## src/rtl/line_code_pkg.sv

```systemverilog
`default_nettype none

//////////////////////////////
// Line side of the receive path
//////////////////////////////

package line_code_pkg;

	// One 8b/10b codeword
	// Bit 9 is abcdei bit a, the first bit on the wire
	// Bits 9..4 hold the 6b block, bits 3..0 hold fghj
	typedef logic [9:0] symbol_t;

	// Decoded byte, HGF in the top three bits and EDCBA below
	typedef logic [7:0] octet_t;

	// Bits recovered in one fabric clock
	// Newest bit sits in bit 0, so the oldest used bit is bit count-1
	typedef logic [4:0] chunk_t;

	// Number of valid bits in a chunk, 0 to 5
	typedef logic [2:0] chunk_count_t;

	//////////////////////////////
	// K28.5 comma codewords
	//////////////////////////////

	// Sent while running disparity is negative
	// 001111 followed by 1010
	localparam symbol_t comma_rd_neg = 10'b0011111010;

	// Sent while running disparity is positive
	// 110000 followed by 0101
	localparam symbol_t comma_rd_pos = 10'b1100000101;

endpackage

`default_nettype wire

```

## src/rtl/rx_status_pkg.sv

```systemverilog
`default_nettype none

//////////////////////////////
// Status and register side
//////////////////////////////

package rx_status_pkg;

	// One saturating event counter
	typedef logic [15:0] err_count_t;

	// APB byte address and data word
	typedef logic [3:0] apb_addr_t;
	typedef logic [31:0] apb_data_t;

	// Register map, counters read only
	localparam apb_addr_t reg_symbol_errs = 4'h0;
	localparam apb_addr_t reg_disparity_errs = 4'h4;
	localparam apb_addr_t reg_bitslips = 4'h8;

	// Write only in effect, any write zeroes every counter
	localparam apb_addr_t reg_clear = 4'hc;

endpackage

`default_nettype wire

```

## src/rtl/rx_symbol_gearbox.sv

```systemverilog
`default_nettype none
`timescale 1ns/100ps

module rx_symbol_gearbox (
	input wire clk_312p5mhz,
	input wire reset,
	input wire line_code_pkg::chunk_t rx_data,
	input wire line_code_pkg::chunk_count_t rx_data_count,
	input wire bitslip,
	output line_code_pkg::symbol_t symbol,
	output logic symbol_valid
);

	import line_code_pkg::*;

	// Bit store, newest in bit 0
	// Only the low held_count bits are meaningful
	logic [14:0] held_bits;
	logic [3:0] held_count;

	// Chunk after the slip is applied
	chunk_count_t used_count;
	chunk_t used_mask;

	// Store and fill level once this chunk is appended
	logic [14:0] merged_bits;
	logic [3:0] total_count;
	logic emit;

	//////////////////////////////
	// Append stage
	//////////////////////////////

	always_comb begin
		used_count = rx_data_count;
		// Slip drops the oldest bit of this chunk, i.e. its top used bit
		// With no bits in this cycle there is nothing to drop
		if (bitslip && (rx_data_count != 3'd0))
			used_count = rx_data_count - 3'd1;

		// Keep only the bits that survive, stale high bits are masked off
		used_mask = chunk_t'((6'd1 << used_count) - 6'd1);

		merged_bits = (held_bits << used_count) | {10'd0, rx_data & used_mask};
		total_count = held_count + {1'b0, used_count};
	end

	// Ten or more bits held means a full codeword is ready
	assign emit = (total_count >= 4'd10);

	//////////////////////////////
	// Fill level and strobe
	//////////////////////////////

	always_ff @(posedge clk_312p5mhz) begin
		if (reset) begin
			held_count <= '0;
			symbol_valid <= 1'b0;
		end else begin
			symbol_valid <= emit;
			if (emit)
				held_count <= total_count - 4'd10;
			else
				held_count <= total_count;
		end
	end

	// Bit store and output word
	always_ff @(posedge clk_312p5mhz) begin
		held_bits <= merged_bits;
		// Oldest ten bits sit just above the leftovers
		if (emit)
			symbol <= symbol_t'(merged_bits >> (total_count - 4'd10));
	end

	// Recovery block never hands over more than five bits in a clock
	chunk_in_range: assert property (@(posedge clk_312p5mhz) disable iff (reset)
		rx_data_count <= 3'd5);

	// At most nine leftovers plus five new bits, so the store never fills
	store_no_overflow: assert property (@(posedge clk_312p5mhz) disable iff (reset)
		total_count != 4'd15);

endmodule

`default_nettype wire

```

## src/rtl/decode_8b10b.sv

```systemverilog
`default_nettype none
`timescale 1ns/100ps

module decode_8b10b #(
	parameter int loss_threshold = 4,
	parameter int slip_settle = 2
) (
	input wire clk_312p5mhz,
	input wire reset,
	input wire line_code_pkg::symbol_t symbol,
	input wire symbol_valid,
	output logic data_valid,
	output line_code_pkg::octet_t data,
	output logic data_is_ctl,
	output logic disparity_err,
	output logic symbol_err,
	output logic bitslip,
	output logic locked
);

	import line_code_pkg::*;

	localparam int bad_w = $clog2(loss_threshold + 1);
	localparam int settle_w = $clog2(slip_settle + 1);

	typedef enum logic [1:0] {st_hunt, st_settle, st_locked} lock_state_t;

	lock_state_t state;
	logic [bad_w-1:0] bad_count;
	logic [settle_w-1:0] settle_count;
	// Running disparity, high when positive
	logic rd_pos;

	logic [5:0] code6;
	logic [3:0] code4;
	logic [3:0] code4_norm;
	logic [4:0] dec5;
	logic [2:0] dec3;
	logic valid6;
	logic valid4;
	logic is_k28;
	logic is_a7;
	logic is_kx7;
	logic a7_ok;
	logic is_comma;
	logic bad_code;
	logic need_neg6;
	logic need_pos6;
	logic need_neg4;
	logic need_pos4;
	logic rd_mid;
	logic rd_next;
	logic bad_disp;

	assign code6 = symbol[9:4];
	assign code4 = symbol[3:0];

	//////////////////////////////
	// 6b/5b lookup
	//////////////////////////////

	always_comb begin
		valid6 = 1'b1;
		case (code6)
			6'b100111, 6'b011000: dec5 = 5'd0;
			6'b011101, 6'b100010: dec5 = 5'd1;
			6'b101101, 6'b010010: dec5 = 5'd2;
			6'b110001: dec5 = 5'd3;
			6'b110101, 6'b001010: dec5 = 5'd4;
			6'b101001: dec5 = 5'd5;
			6'b011001: dec5 = 5'd6;
			6'b111000, 6'b000111: dec5 = 5'd7;
			6'b111001, 6'b000110: dec5 = 5'd8;
			6'b100101: dec5 = 5'd9;
			6'b010101: dec5 = 5'd10;
			6'b110100: dec5 = 5'd11;
			6'b001101: dec5 = 5'd12;
			6'b101100: dec5 = 5'd13;
			6'b011100: dec5 = 5'd14;
			6'b010111, 6'b101000: dec5 = 5'd15;
			6'b011011, 6'b100100: dec5 = 5'd16;
			6'b100011: dec5 = 5'd17;
			6'b010011: dec5 = 5'd18;
			6'b110010: dec5 = 5'd19;
			6'b001011: dec5 = 5'd20;
			6'b101010: dec5 = 5'd21;
			6'b011010: dec5 = 5'd22;
			6'b111010, 6'b000101: dec5 = 5'd23;
			6'b110011, 6'b001100: dec5 = 5'd24;
			6'b100110: dec5 = 5'd25;
			6'b010110: dec5 = 5'd26;
			6'b110110, 6'b001001: dec5 = 5'd27;
			6'b001110: dec5 = 5'd28;
			6'b101110, 6'b010001: dec5 = 5'd29;
			6'b011110, 6'b100001: dec5 = 5'd30;
			6'b101011, 6'b010100: dec5 = 5'd31;
			// K28 prefix
			6'b001111, 6'b110000: dec5 = 5'd28;
			default: begin
				dec5 = 5'd0;
				valid6 = 1'b0;
			end
		endcase
	end

	//////////////////////////////
	// 4b/3b lookup
	//////////////////////////////

	// The RD+ K28 prefix is followed by the complemented 4b block
	assign code4_norm = (code6 == 6'b110000) ? ~code4 : code4;

	always_comb begin
		valid4 = 1'b1;
		case (code4_norm)
			4'b1011, 4'b0100: dec3 = 3'd0;
			4'b1001: dec3 = 3'd1;
			4'b0101: dec3 = 3'd2;
			4'b1100, 4'b0011: dec3 = 3'd3;
			4'b1101, 4'b0010: dec3 = 3'd4;
			4'b1010: dec3 = 3'd5;
			4'b0110: dec3 = 3'd6;
			// Primary and alternate forms of .7
			4'b1110, 4'b0001, 4'b0111, 4'b1000: dec3 = 3'd7;
			default: begin
				dec3 = 3'd0;
				valid4 = 1'b0;
			end
		endcase
	end

	// Control codes are K28.y plus K23.7, K27.7, K29.7, K30.7
	assign is_k28 = (code6 == 6'b001111) || (code6 == 6'b110000);
	assign is_a7 = (code4_norm == 4'b0111) || (code4_norm == 4'b1000);
	assign is_kx7 = is_a7 && valid6 && !is_k28 &&
		((dec5 == 5'd23) || (dec5 == 5'd27) || (dec5 == 5'd29) || (dec5 == 5'd30));

	// Data only takes A7 after x=17,18,20 at RD- or x=11,13,14 at RD+
	assign a7_ok = ((code4 == 4'b0111) &&
			((code6 == 6'b100011) || (code6 == 6'b010011) || (code6 == 6'b001011))) ||
		((code4 == 4'b1000) &&
			((code6 == 6'b110100) || (code6 == 6'b101100) || (code6 == 6'b011100)));

	assign bad_code = !valid6 || !valid4 ||
		(is_a7 && !is_k28 && !is_kx7 && !a7_ok) ||
		(is_k28 && ((code4_norm == 4'b1110) || (code4_norm == 4'b0001)));

	assign is_comma = (symbol == comma_rd_neg) || (symbol == comma_rd_pos);

	//////////////////////////////
	// Running disparity
	//////////////////////////////

	// D.7 and D.x.3 are balanced but still tied to one disparity
	assign need_neg6 = ($countones(code6) == 4) || (code6 == 6'b111000);
	assign need_pos6 = ($countones(code6) == 2) || (code6 == 6'b000111);
	assign need_neg4 = ($countones(code4) == 3) || (code4 == 4'b1100);
	assign need_pos4 = ($countones(code4) == 1) || (code4 == 4'b0011);

	// Disparity after each sub-block, taken from the received bits
	assign rd_mid = ($countones(code6) == 4) ? 1'b1 :
		($countones(code6) == 2) ? 1'b0 : rd_pos;
	assign rd_next = ($countones(code4) == 3) ? 1'b1 :
		($countones(code4) == 1) ? 1'b0 : rd_mid;

	assign bad_disp = (need_neg6 && rd_pos) || (need_pos6 && !rd_pos) ||
		(need_neg4 && rd_mid) || (need_pos4 && !rd_mid);

	//////////////////////////////
	// Lock FSM and output stage
	//////////////////////////////

	always_ff @(posedge clk_312p5mhz) begin
		if (reset) begin
			state <= st_hunt;
			bad_count <= '0;
			settle_count <= '0;
			rd_pos <= 1'b0;
			bitslip <= 1'b0;
			data_valid <= 1'b0;
			disparity_err <= 1'b0;
			symbol_err <= 1'b0;
		end else begin
			bitslip <= 1'b0;
			data_valid <= 1'b0;
			disparity_err <= 1'b0;
			symbol_err <= 1'b0;
			if (symbol_valid) begin
				rd_pos <= rd_next;
				// The comma that gains lock is passed on too
				data_valid <= (state == st_locked) || is_comma;
				// Errors only count once aligned
				disparity_err <= (state == st_locked) && bad_disp;
				symbol_err <= (state == st_locked) && bad_code;
				case (state)
					st_hunt: begin
						if (is_comma) begin
							state <= st_locked;
							bad_count <= '0;
						end else begin
							bitslip <= 1'b1;
							settle_count <= '0;
							state <= st_settle;
						end
					end
					// Slip reaches the decoder a symbol or so later
					st_settle: begin
						if (is_comma) begin
							state <= st_locked;
							bad_count <= '0;
						end else if (settle_count == settle_w'(slip_settle - 1)) begin
							state <= st_hunt;
						end else begin
							settle_count <= settle_count + 1'b1;
						end
					end
					default: begin
						if (!bad_code)
							bad_count <= '0;
						else if (bad_count == bad_w'(loss_threshold - 1))
							state <= st_hunt;
						else
							bad_count <= bad_count + 1'b1;
					end
				endcase
			end
		end
	end

	// Octet payload
	always_ff @(posedge clk_312p5mhz) begin
		if (symbol_valid) begin
			data <= {dec3, dec5};
			data_is_ctl <= is_k28 || is_kx7;
		end
	end

	assign locked = (state == st_locked);

	// Once aligned the boundary must stay put
	no_slip_when_locked: assert property (@(posedge clk_312p5mhz) disable iff (reset)
		locked |-> !bitslip);

endmodule

`default_nettype wire

```

## src/rtl/rx_error_counters.sv

```systemverilog
`default_nettype none
`timescale 1ns/100ps

module rx_error_counters (
	input wire clk_312p5mhz,
	input wire reset,
	input wire symbol_err,
	input wire disparity_err,
	input wire bitslip,
	input wire psel,
	input wire penable,
	input wire pwrite,
	input wire rx_status_pkg::apb_addr_t paddr,
	input wire rx_status_pkg::apb_data_t pwdata,
	output rx_status_pkg::apb_data_t prdata,
	output logic pready,
	output logic pslverr
);

	import rx_status_pkg::*;

	// Index 0 symbol errors, 1 disparity errors, 2 bit slips
	err_count_t counts [3];
	logic [2:0] events;

	logic access;
	logic clear;
	logic addr_ok;

	assign events = {bitslip, disparity_err, symbol_err};

	// APB access phase, never stretched
	assign access = psel && penable;
	assign clear = access && pwrite && (paddr == reg_clear);

	//////////////////////////////
	// Counters
	//////////////////////////////

	always_ff @(posedge clk_312p5mhz) begin
		for (int i = 0; i < 3; i++) begin
			// Clear beats a same-cycle event
			if (reset || clear)
				counts[i] <= '0;
			else if (events[i] && (counts[i] != '1))
				counts[i] <= counts[i] + 1'b1;
		end
	end

	//////////////////////////////
	// Register read and response
	//////////////////////////////

	// Read sees the value before any update in this cycle
	always_comb begin
		prdata = '0;
		addr_ok = 1'b1;
		case (paddr)
			reg_symbol_errs: prdata[15:0] = counts[0];
			reg_disparity_errs: prdata[15:0] = counts[1];
			reg_bitslips: prdata[15:0] = counts[2];
			// Clear register reads back as zero
			reg_clear: prdata = '0;
			default: addr_ok = 1'b0;
		endcase
	end

	// No wait states
	assign pready = 1'b1;

	// Counter registers refuse writes, unmapped offsets refuse everything
	assign pslverr = access && (!addr_ok || (pwrite && (paddr != reg_clear)));

	// Access phase only follows a setup phase of the same transfer
	penable_needs_psel: assert property (@(posedge clk_312p5mhz) disable iff (reset)
		penable |-> psel);

endmodule

`default_nettype wire

```

## src/rtl/sgmii_rx_path.sv

```systemverilog
`default_nettype none
`timescale 1ns/100ps

module sgmii_rx_path #(
	parameter int loss_threshold = 4,
	parameter int slip_settle = 2
) (
	input wire clk_312p5mhz,
	input wire reset,
	// Recovered line bits
	input wire line_code_pkg::chunk_t rx_data,
	input wire line_code_pkg::chunk_count_t rx_data_count,
	// Decoded stream
	output logic data_valid,
	output line_code_pkg::octet_t data,
	output logic data_is_ctl,
	output logic disparity_err,
	output logic symbol_err,
	output logic locked,
	// Counter registers
	input wire psel,
	input wire penable,
	input wire pwrite,
	input wire rx_status_pkg::apb_addr_t paddr,
	input wire rx_status_pkg::apb_data_t pwdata,
	output rx_status_pkg::apb_data_t prdata,
	output logic pready,
	output logic pslverr
);

	import line_code_pkg::*;

	symbol_t symbol;
	logic symbol_valid;
	// Decoder asks the gearbox to drop one bit
	logic bitslip;

	//////////////////////////////
	// Chunks to codewords
	//////////////////////////////

	rx_symbol_gearbox i_gearbox (
		.clk_312p5mhz, .reset,
		.rx_data, .rx_data_count, .bitslip,
		.symbol, .symbol_valid
	);

	// Codewords to octets, alignment
	decode_8b10b #(
		.loss_threshold(loss_threshold),
		.slip_settle(slip_settle)
	) i_decoder (
		.clk_312p5mhz, .reset,
		.symbol, .symbol_valid,
		.data_valid, .data, .data_is_ctl,
		.disparity_err, .symbol_err, .bitslip, .locked
	);

	// Event counters behind APB
	rx_error_counters i_counters (
		.clk_312p5mhz, .reset,
		.symbol_err, .disparity_err, .bitslip,
		.psel, .penable, .pwrite, .paddr, .pwdata,
		.prdata, .pready, .pslverr
	);

endmodule

`default_nettype wire

```

## config.mk

```make
export PLATFORM = sky130hd
export DESIGN_NAME = sgmii_rx_path
export DESIGN_NICKNAME = d
export VERILOG_FILES = /design/src/rtl/line_code_pkg.sv /design/src/rtl/rx_status_pkg.sv /design/src/rtl/rx_symbol_gearbox.sv /design/src/rtl/decode_8b10b.sv /design/src/rtl/rx_error_counters.sv /design/src/rtl/sgmii_rx_path.sv
export SDC_FILE = /design/constraint.sdc
export NUM_CORES = 1
export LEC_CHECK = 0
export BUFFER_PORTS_ARGS = -buffer_cell sky130_fd_sc_hd__buf_2
export CORE_ASPECT_RATIO = 2
export CORE_UTILIZATION = 50
export CTS_CLUSTER_SIZE = 14
export DETAILED_ROUTE_END_ITERATION = 12
export MAX_ROUTING_LAYER = met4
export PLACE_DENSITY = 0.7
export RECOVER_POWER = 25
export SLEW_MARGIN = 20
export SYNTH_ARGS = -nofsm -noshare
export SYNTH_HDL_FRONTEND = slang
export SYNTH_SLANG_ARGS = --single-unit
```

## constraint.sdc

```tcl
create_clock -name clk_312p5mhz -period 9.7 [get_ports clk_312p5mhz]
set_clock_uncertainty 0.05 [all_clocks]
set_input_delay 1.94 -clock clk_312p5mhz [delete_from_list [all_inputs] [get_ports clk_312p5mhz]]
set_output_delay 1.94 -clock clk_312p5mhz [all_outputs]
set_load 0.005 [all_outputs]
```

Word-level counts from Yosys, hierarchy flattened
Memory sizes are Yosys's and may differ from the RTL's.
Cells that the tools add are included.
{"block": "totals", "ff_bits": 51, "mem_bits_rw": 48, "inputBits": 49, "out_inout_bits": 47, "word_cells": 269, "mem_count": 1}
{"memory": "i_counters.counts", "words": 3, "width": 16, "rd": 3, "rd_clocked_by_memory_dff": 0, "write_ports": 3, "line_no": "rx_error_counters.sv:23", "rtl": "err_count_t counts [3];"}
{"block": "op_classes", "addsub": 17, "n_lt_le_gt_ge": 1, "n_eq_ne": 93, "n_shift": 3, "muxes": 42, "n_bitwise": 8, "n_reduce_logical": 90}
{"operator": "one-hot mux 5 bit (31 select lines)", "count": 1}
{"operator": "equality test 6 bit (second input constant)", "count": 24}
{"operator": "adder 32 bit", "count": 3}
{"operator": "equality test 6 x 5 -> 1 bit (second input constant)", "count": 14}
{"operator": "equality test 32 x 3 -> 1 bit (second input constant)", "count": 2}
{"operator": "adder 16 x 1 -> 16 bit (second input constant)", "count": 3}
{"operator": "2-to-1 mux 16 bit", "count": 3}
{"operator": "inequality test 16 bit (second input constant)", "count": 3}
{"operator": "one-hot mux 16 bit (3 select lines)", "count": 1}
{"operator": "OR reduction 48 bit", "count": 1}
{"operator": "equality test 4 bit (second input constant)", "count": 11}
{"operator": "equality test 6 x 4 -> 1 bit (second input constant)", "count": 7}
{"operator": "OR reduction 2 bit", "count": 17}
{"operator": "equality test 32 x 2 -> 1 bit (second input constant)", "count": 1}
{"operator": "equality test 32 x 4 -> 1 bit (second input constant)", "count": 1}
{"operator": "logical OR 1 bit", "count": 26}
{"operator": "equality test 4 x 3 -> 1 bit (second input constant)", "count": 6}
{"operator": "logical AND 1 bit", "count": 24}
{"operator": "one-hot mux 3 bit (7 select lines)", "count": 1}
{"operator": "equality test 5 bit (second input constant)", "count": 4}
{"operator": "2-to-1 mux 1 bit", "count": 19}
{"operator": "equality test 6 x 3 -> 1 bit (second input constant)", "count": 3}
{"operator": "2-to-1 mux 2 bit", "count": 8}
{"operator": "2-to-1 mux 3 bit", "count": 5}
{"operator": "41 further kinds", "count": 66}

Longest topological paths before layout
{"block": "logic_depth", "depth_word": 15, "mapped_depth": 17, "ltp_nobuf": 15}

Cells and area by module
From an unflattened synthesis, not the netlist that was laid out.
{"block": "unflattened", "cells_unflattened": 982, "hier_area_um2": 8753.4}
{"module": "rx_error_counters", "instances": 1, "cells_per_inst": 342, "area_each_um2": 3204.3, "seq_area_each_um2": 1441.4}
{"module": "rx_symbol_gearbox", "instances": 1, "cells_per_inst": 350, "area_each_um2": 3199.3, "seq_area_each_um2": 700.7}
{"module": "decode_8b10b", "instances": 1, "cells_per_inst": 290, "area_each_um2": 2349.8, "seq_area_each_um2": 510.5}

Worst setup path after synthesis
No wires, ideal clock.
{"block": "synth_path", "kind": "in2reg", "from": "input port rx_data_count[0]", "to": "register i_gearbox.symbol[0], data pin", "setup_time_ns": 0.275, "arrival_time_ns": 5.267, "t_required_ns": 9.375, "path_slack_ns": 4.108, "stages": 16, "path_cell_list": "buf_4 clkinv_1 ha_1 nor2b_1 buf_2 nor3_1 or2_2 buf_2 inv_1 fa_1 xor2_1 ha_1 xnor2_1 o32ai_1 nor4_1 a221oi_1"}
{"block": "synth_between", "elab_chain_len": 8, "word_cells_on_any_way": 12, "classes_between": "add/sub: 4; shift: 3; mux: 1; bitwise: 2; reduce/logical: 2"}
{"item": "from (decl)", "line_no": "sgmii_rx_path.sv:12", "rtl": "input wire line_code_pkg::chunk_count_t rx_data_count,"}
{"item": "parallel branches: the longest is 2 deep, another holds subtractor 3 x 1 -> 3 bit"}
{"item": "2-to-1 mux 3 bit *", "line_no": "rx_symbol_gearbox.sv:38", "rtl": "if (bitslip && (rx_data_count != 3'd0))"}
{"item": "parallel branches: the longest is 4 deep, another holds adder 4 x 3 -> 4 bit"}
{"item": ">> shifter 15 x 4 -> 10 bit *", "line_no": "rx_symbol_gearbox.sv:73", "rtl": "symbol <= symbol_t'(merged_bits >> (total_count - 4'd10));"}
{"item": "to (signal assigned)", "line_no": "rx_symbol_gearbox.sv:73"}
{"item": "to (decl)", "line_no": "rx_symbol_gearbox.sv:10", "rtl": "output line_code_pkg::symbol_t symbol,"}
Mark *: on every way between the ends.
A chain may end at the register's enable or synchronous reset.

Final worst setup path
Same ends and word-level chain as after synthesis.

==> flow_metrics.py <==
metrics = {
    "route": {
        "antenna_left": 0,
        "drcViolationCount": 0,
        "drt-total-wl_um": 18380,
        "routedWlPerCell_um": 16.94,
        "via_per_inst": 5.974,
        "drt-initial-drc-count": 426,
        "drt-pass1-iter-count": 7,
        "num_vias": 6482,
    },
    "flow_run": {
        "maxCapViolations": 0,
    },
    "worst_setup_path": {
        "critical_path.max_fanout": 17,
        "startpoint_type": "primary input",
        "critPathLaunch": "rx_data_count[0]",
        "r2r-start": "i_decoder.bitslip",
        "cp.required_ns": 9.73,
        "critical_path_class": "primary input to flip-flop",
        "end_kind": "flip-flop",
        "cp_data_arrival_time_ns": 6.48,
    },
    "clocking": {
        "postCtsHoldBufs": 0,
        "cts_tree": "yes",
        "clk_latency_ns": 0.36,
        "ctsResizeCount": 0,
        "cts-root-buf": "clkbuf_16",
        "path_clk_slew_ns": 0.07,
        "cts_inserted_buffers": 9,
        "cts_buffer_depth": 2,
        "htreeDepth": 3,
        "clock_sinks": 99,
        "cts_setup_buffers": 0,
    },
    "synth": {
        "async_reset_ff_share_pct": 0,
        "synth_top_area_cell": "edfxtp_1",
        "syn_area_per_cell_um2": 8.823,
        "ys_seq_area_share_pct": 34.52,
        "synth_top_area_share_pct": 26.18,
        "ys_top_cells_by_area": "edfxtp_1, dfxtp_1, ha_1, nor2_1, mux4_2",
        "synthFlopType": "edfxtp_1",
        "synthCells": 871,
        "syn_area_um2": 7685,
        "synth_edf_count": 67,
        "ys_seq_elements": 99,
        "yosysUniqueCellTypes": 76,
        "yosysWarnings": 0,
    },
    "die": {
        "io_pins": 96,
        "dieArea_um2": 15900,
        "die_w_um": 89.67,
        "start_util_pct": 51.58,
        "die_h_um": 177.3,
        "core_um2": 14900,
        "placementRows": 63,
    },
    "grt": {
        "grt.overflow.total": 0,
        "antenna_found_initial": 0,
        "grt_max_degree": 20,
        "grt.total_usage_pct": 24.94,
        "grt_pass1_vias": 6205,
        "grt_first_pass_wirelength_um": 29710,
    },
    "placement": {
        "dp_cells": 1069,
        "dp_slack_ns": 2.945,
        "gp_congestion": 0.9081,
        "placed_cell_area_um2": 7933,
        "port_buffers": 46,
        "hpwl_um": 13760,
    },
    "timing": {
        "period_share_pct": 66.49,
        "finalWorstSetupSlack_ns": 3.251,
        "rsz0062_at_grt": "false",
        "timing.fmax_mhz": 155.1,
        "finalHoldViolCount": 0,
        "worst_pin_slew_ns": 1.330,
        "slew_headroom_pct": 11.33,
        "finalWorstPathRequiredPeriod_ns": 6.449,
        "setup_viol": 0,
        "tns_ns": 0,
        "drv_slew": 0,
    },
    "worst_hold_path": {
        "hp-start": "i_decoder.bad_count[1]",
        "hold_path_class": "flip-flop to flip-flop",
    },
    "cells_and_area": {
        "area_growth_pct": 6.708,
        "finalNonFillerCells": 1085,
        "diodes": 0,
        "final_net_count": 976,
        "stdcell_area_um2": 8200,
        "nFillCells": 1372,
        "drive_above_1_share_pct": 9.663,
    },
    "power": {
        "peakVddDrop_uv": 153.0,
        "pwr_density_cell_nw_per_um2": 288.7,
        "p_leak_uw": 0.003258,
    },
    "status": {
        "outcome": "completed",
    },
}
-- registers in the layout (all words and copies together), names as in the netlist --
name,count
i_gearbox.symbol_valid,1
i_decoder.state,2
i_decoder.rd_pos,1
i_decoder.settle_count,2
i_gearbox.held_bits,15
i_gearbox.held_count,4
i_decoder.symbol_err,1
i_decoder.data,8
i_decoder.bitslip,1
i_decoder.disparity_err,1
i_gearbox.symbol,10
i_counters.counts,48
i_decoder.bad_count,3
i_decoder.data_is_ctl,1
i_decoder.data_valid,1
-- cells in the mapped netlist, drive strengths merged, types with 3 or more instances --
cell,count
nor2,126
nand2,81
edfxtp,67
inv,63
nand3,44
a21oi,40
ha,38
clkbuf,33
dfxtp,32
o21ai,31
buf,28
mux2i,28
xor2,28
xnor2,22
mux4,19
a21o,12
and3,11
nor2b,9
o22ai,9
a211oi,8
nand4,8
or3,8
nor3,7
o21a,7
a2111oi,6
mux2,6
nor4,6
a22o,5
a22oi,5
o211ai,5
o31ai,5
o32ai,5
or2,5
a32o,4
a32oi,4
and2,4
fa,4
o2bb2ai,4
a21boi,3
a221oi,3
a311oi,3
a31oi,3
nand2b,3
o22a,3
-- logic make-up (layout without fill, tap and decap cells) --
group	count (synthesis)	in the layout	synth area share, %
mux	53	53	10.14
xor+xnor	50	50	5.698
buf+inv	126	130	7.148
flops	99	99	34.52
simple gates	323	323	19.26
other cells	2	17	0.09772
fa+ha+maj	42	42	7.229
compound gates	176	176	15.91
-- routing by layer --
metal  GRT usage [%]  wire length [um]  share of wire (%)
met1           26.07              7006                 38
met2           44.41             10060                 55
met3           3.442               664                3.6
met4           12.24               653                3.6
met5               -                 0                  0
-- final timing paths --
check / to / slack [ns] / cells past startpoint
worst min-delay path: i_decoder.bad_count[1] / 0.42 / 2
worst max register to register: i_gearbox.symbol[0] / 5.34 / 10
worst min register to register: i_decoder.bad_count[1] / 0.42 / 2
worst max-delay path: i_gearbox.symbol[0] / 3.25 / 12
-- power by group --
part           internal, uW  switching [uW]  leakage (uW)  total, uW
clock network           207             166      0.000147        374
registers               581            96.4      0.000939        678
logic                   521             796       0.00217       1320
total                  1310            1060       0.00326       2370
-- placed cells by master, fill, tap and decap left out, types with 5 or more instances in the layout --
master	instances
a2111oi_0	6
a211oi_1	8
a21o_1	12
a21oi_1	38
a22o_1	5
a22oi_1	5
and3_1	11
buf_2	33
clkbuf_1	16
clkbuf_16	11
conb_1	17
dfxtp_1	32
edfxtp_1	67
ha_1	38
inv_1	61
mux2_2	6
mux2i_1	27
mux4_2	19
nand2_1	80
nand3_1	44
nand4_1	8
nor2_1	126
nor2b_1	8
nor3_1	7
nor4_1	6
o211ai_1	5
o21a_1	7
o21ai_0	29
o22ai_1	9
o31ai_1	5
o32ai_1	5
or3_1	8
xnor2_1	22
xor2_1	28
-- final cells by class --
class | count | area [um^2] | share of cell area (%)
Clock inverter | 3 | 25.02 | 0.3052
Tap cell | 195 | 244.0 | 2.975
Inverter | 65 | 244.0 | 2.975
Clock buffer | 13 | 282.8 | 3.448
Sequential cell | 99 | 2653 | 32.35
Timing Repair Buffer | 49 | 232.7 | 2.838
Multi-Input combinational cell | 661 | 4519 | 55.11
-- worst max-delay path, stage by stage --
cell	delay (ns)
buf_2	0.21
clkinv_1	0.30
ha_1	0.77
nor3_1	0.13
or2_2	0.43
inv_1	0.20
fa_1	0.66
ha_1	0.37
xnor2_1	0.70
o32ai_1	0.21
nor4_1	0.39
a221oi_1	0.16
-- per-stage QoR --
stage          hold WS (ns)  power [uW]  util, %
2_1_floorplan        0.3932        1713        -
3_3_place_gp         0.4030        2001    53.25
3_5_place_dp         0.4155        2012    53.25
4_1_cts              0.4248        2391    55.31
5_1_grt              0.4427        2557    55.04
6_report             0.4250        2368    55.04
Note: power is estimated with default switching activity, not from simulation.
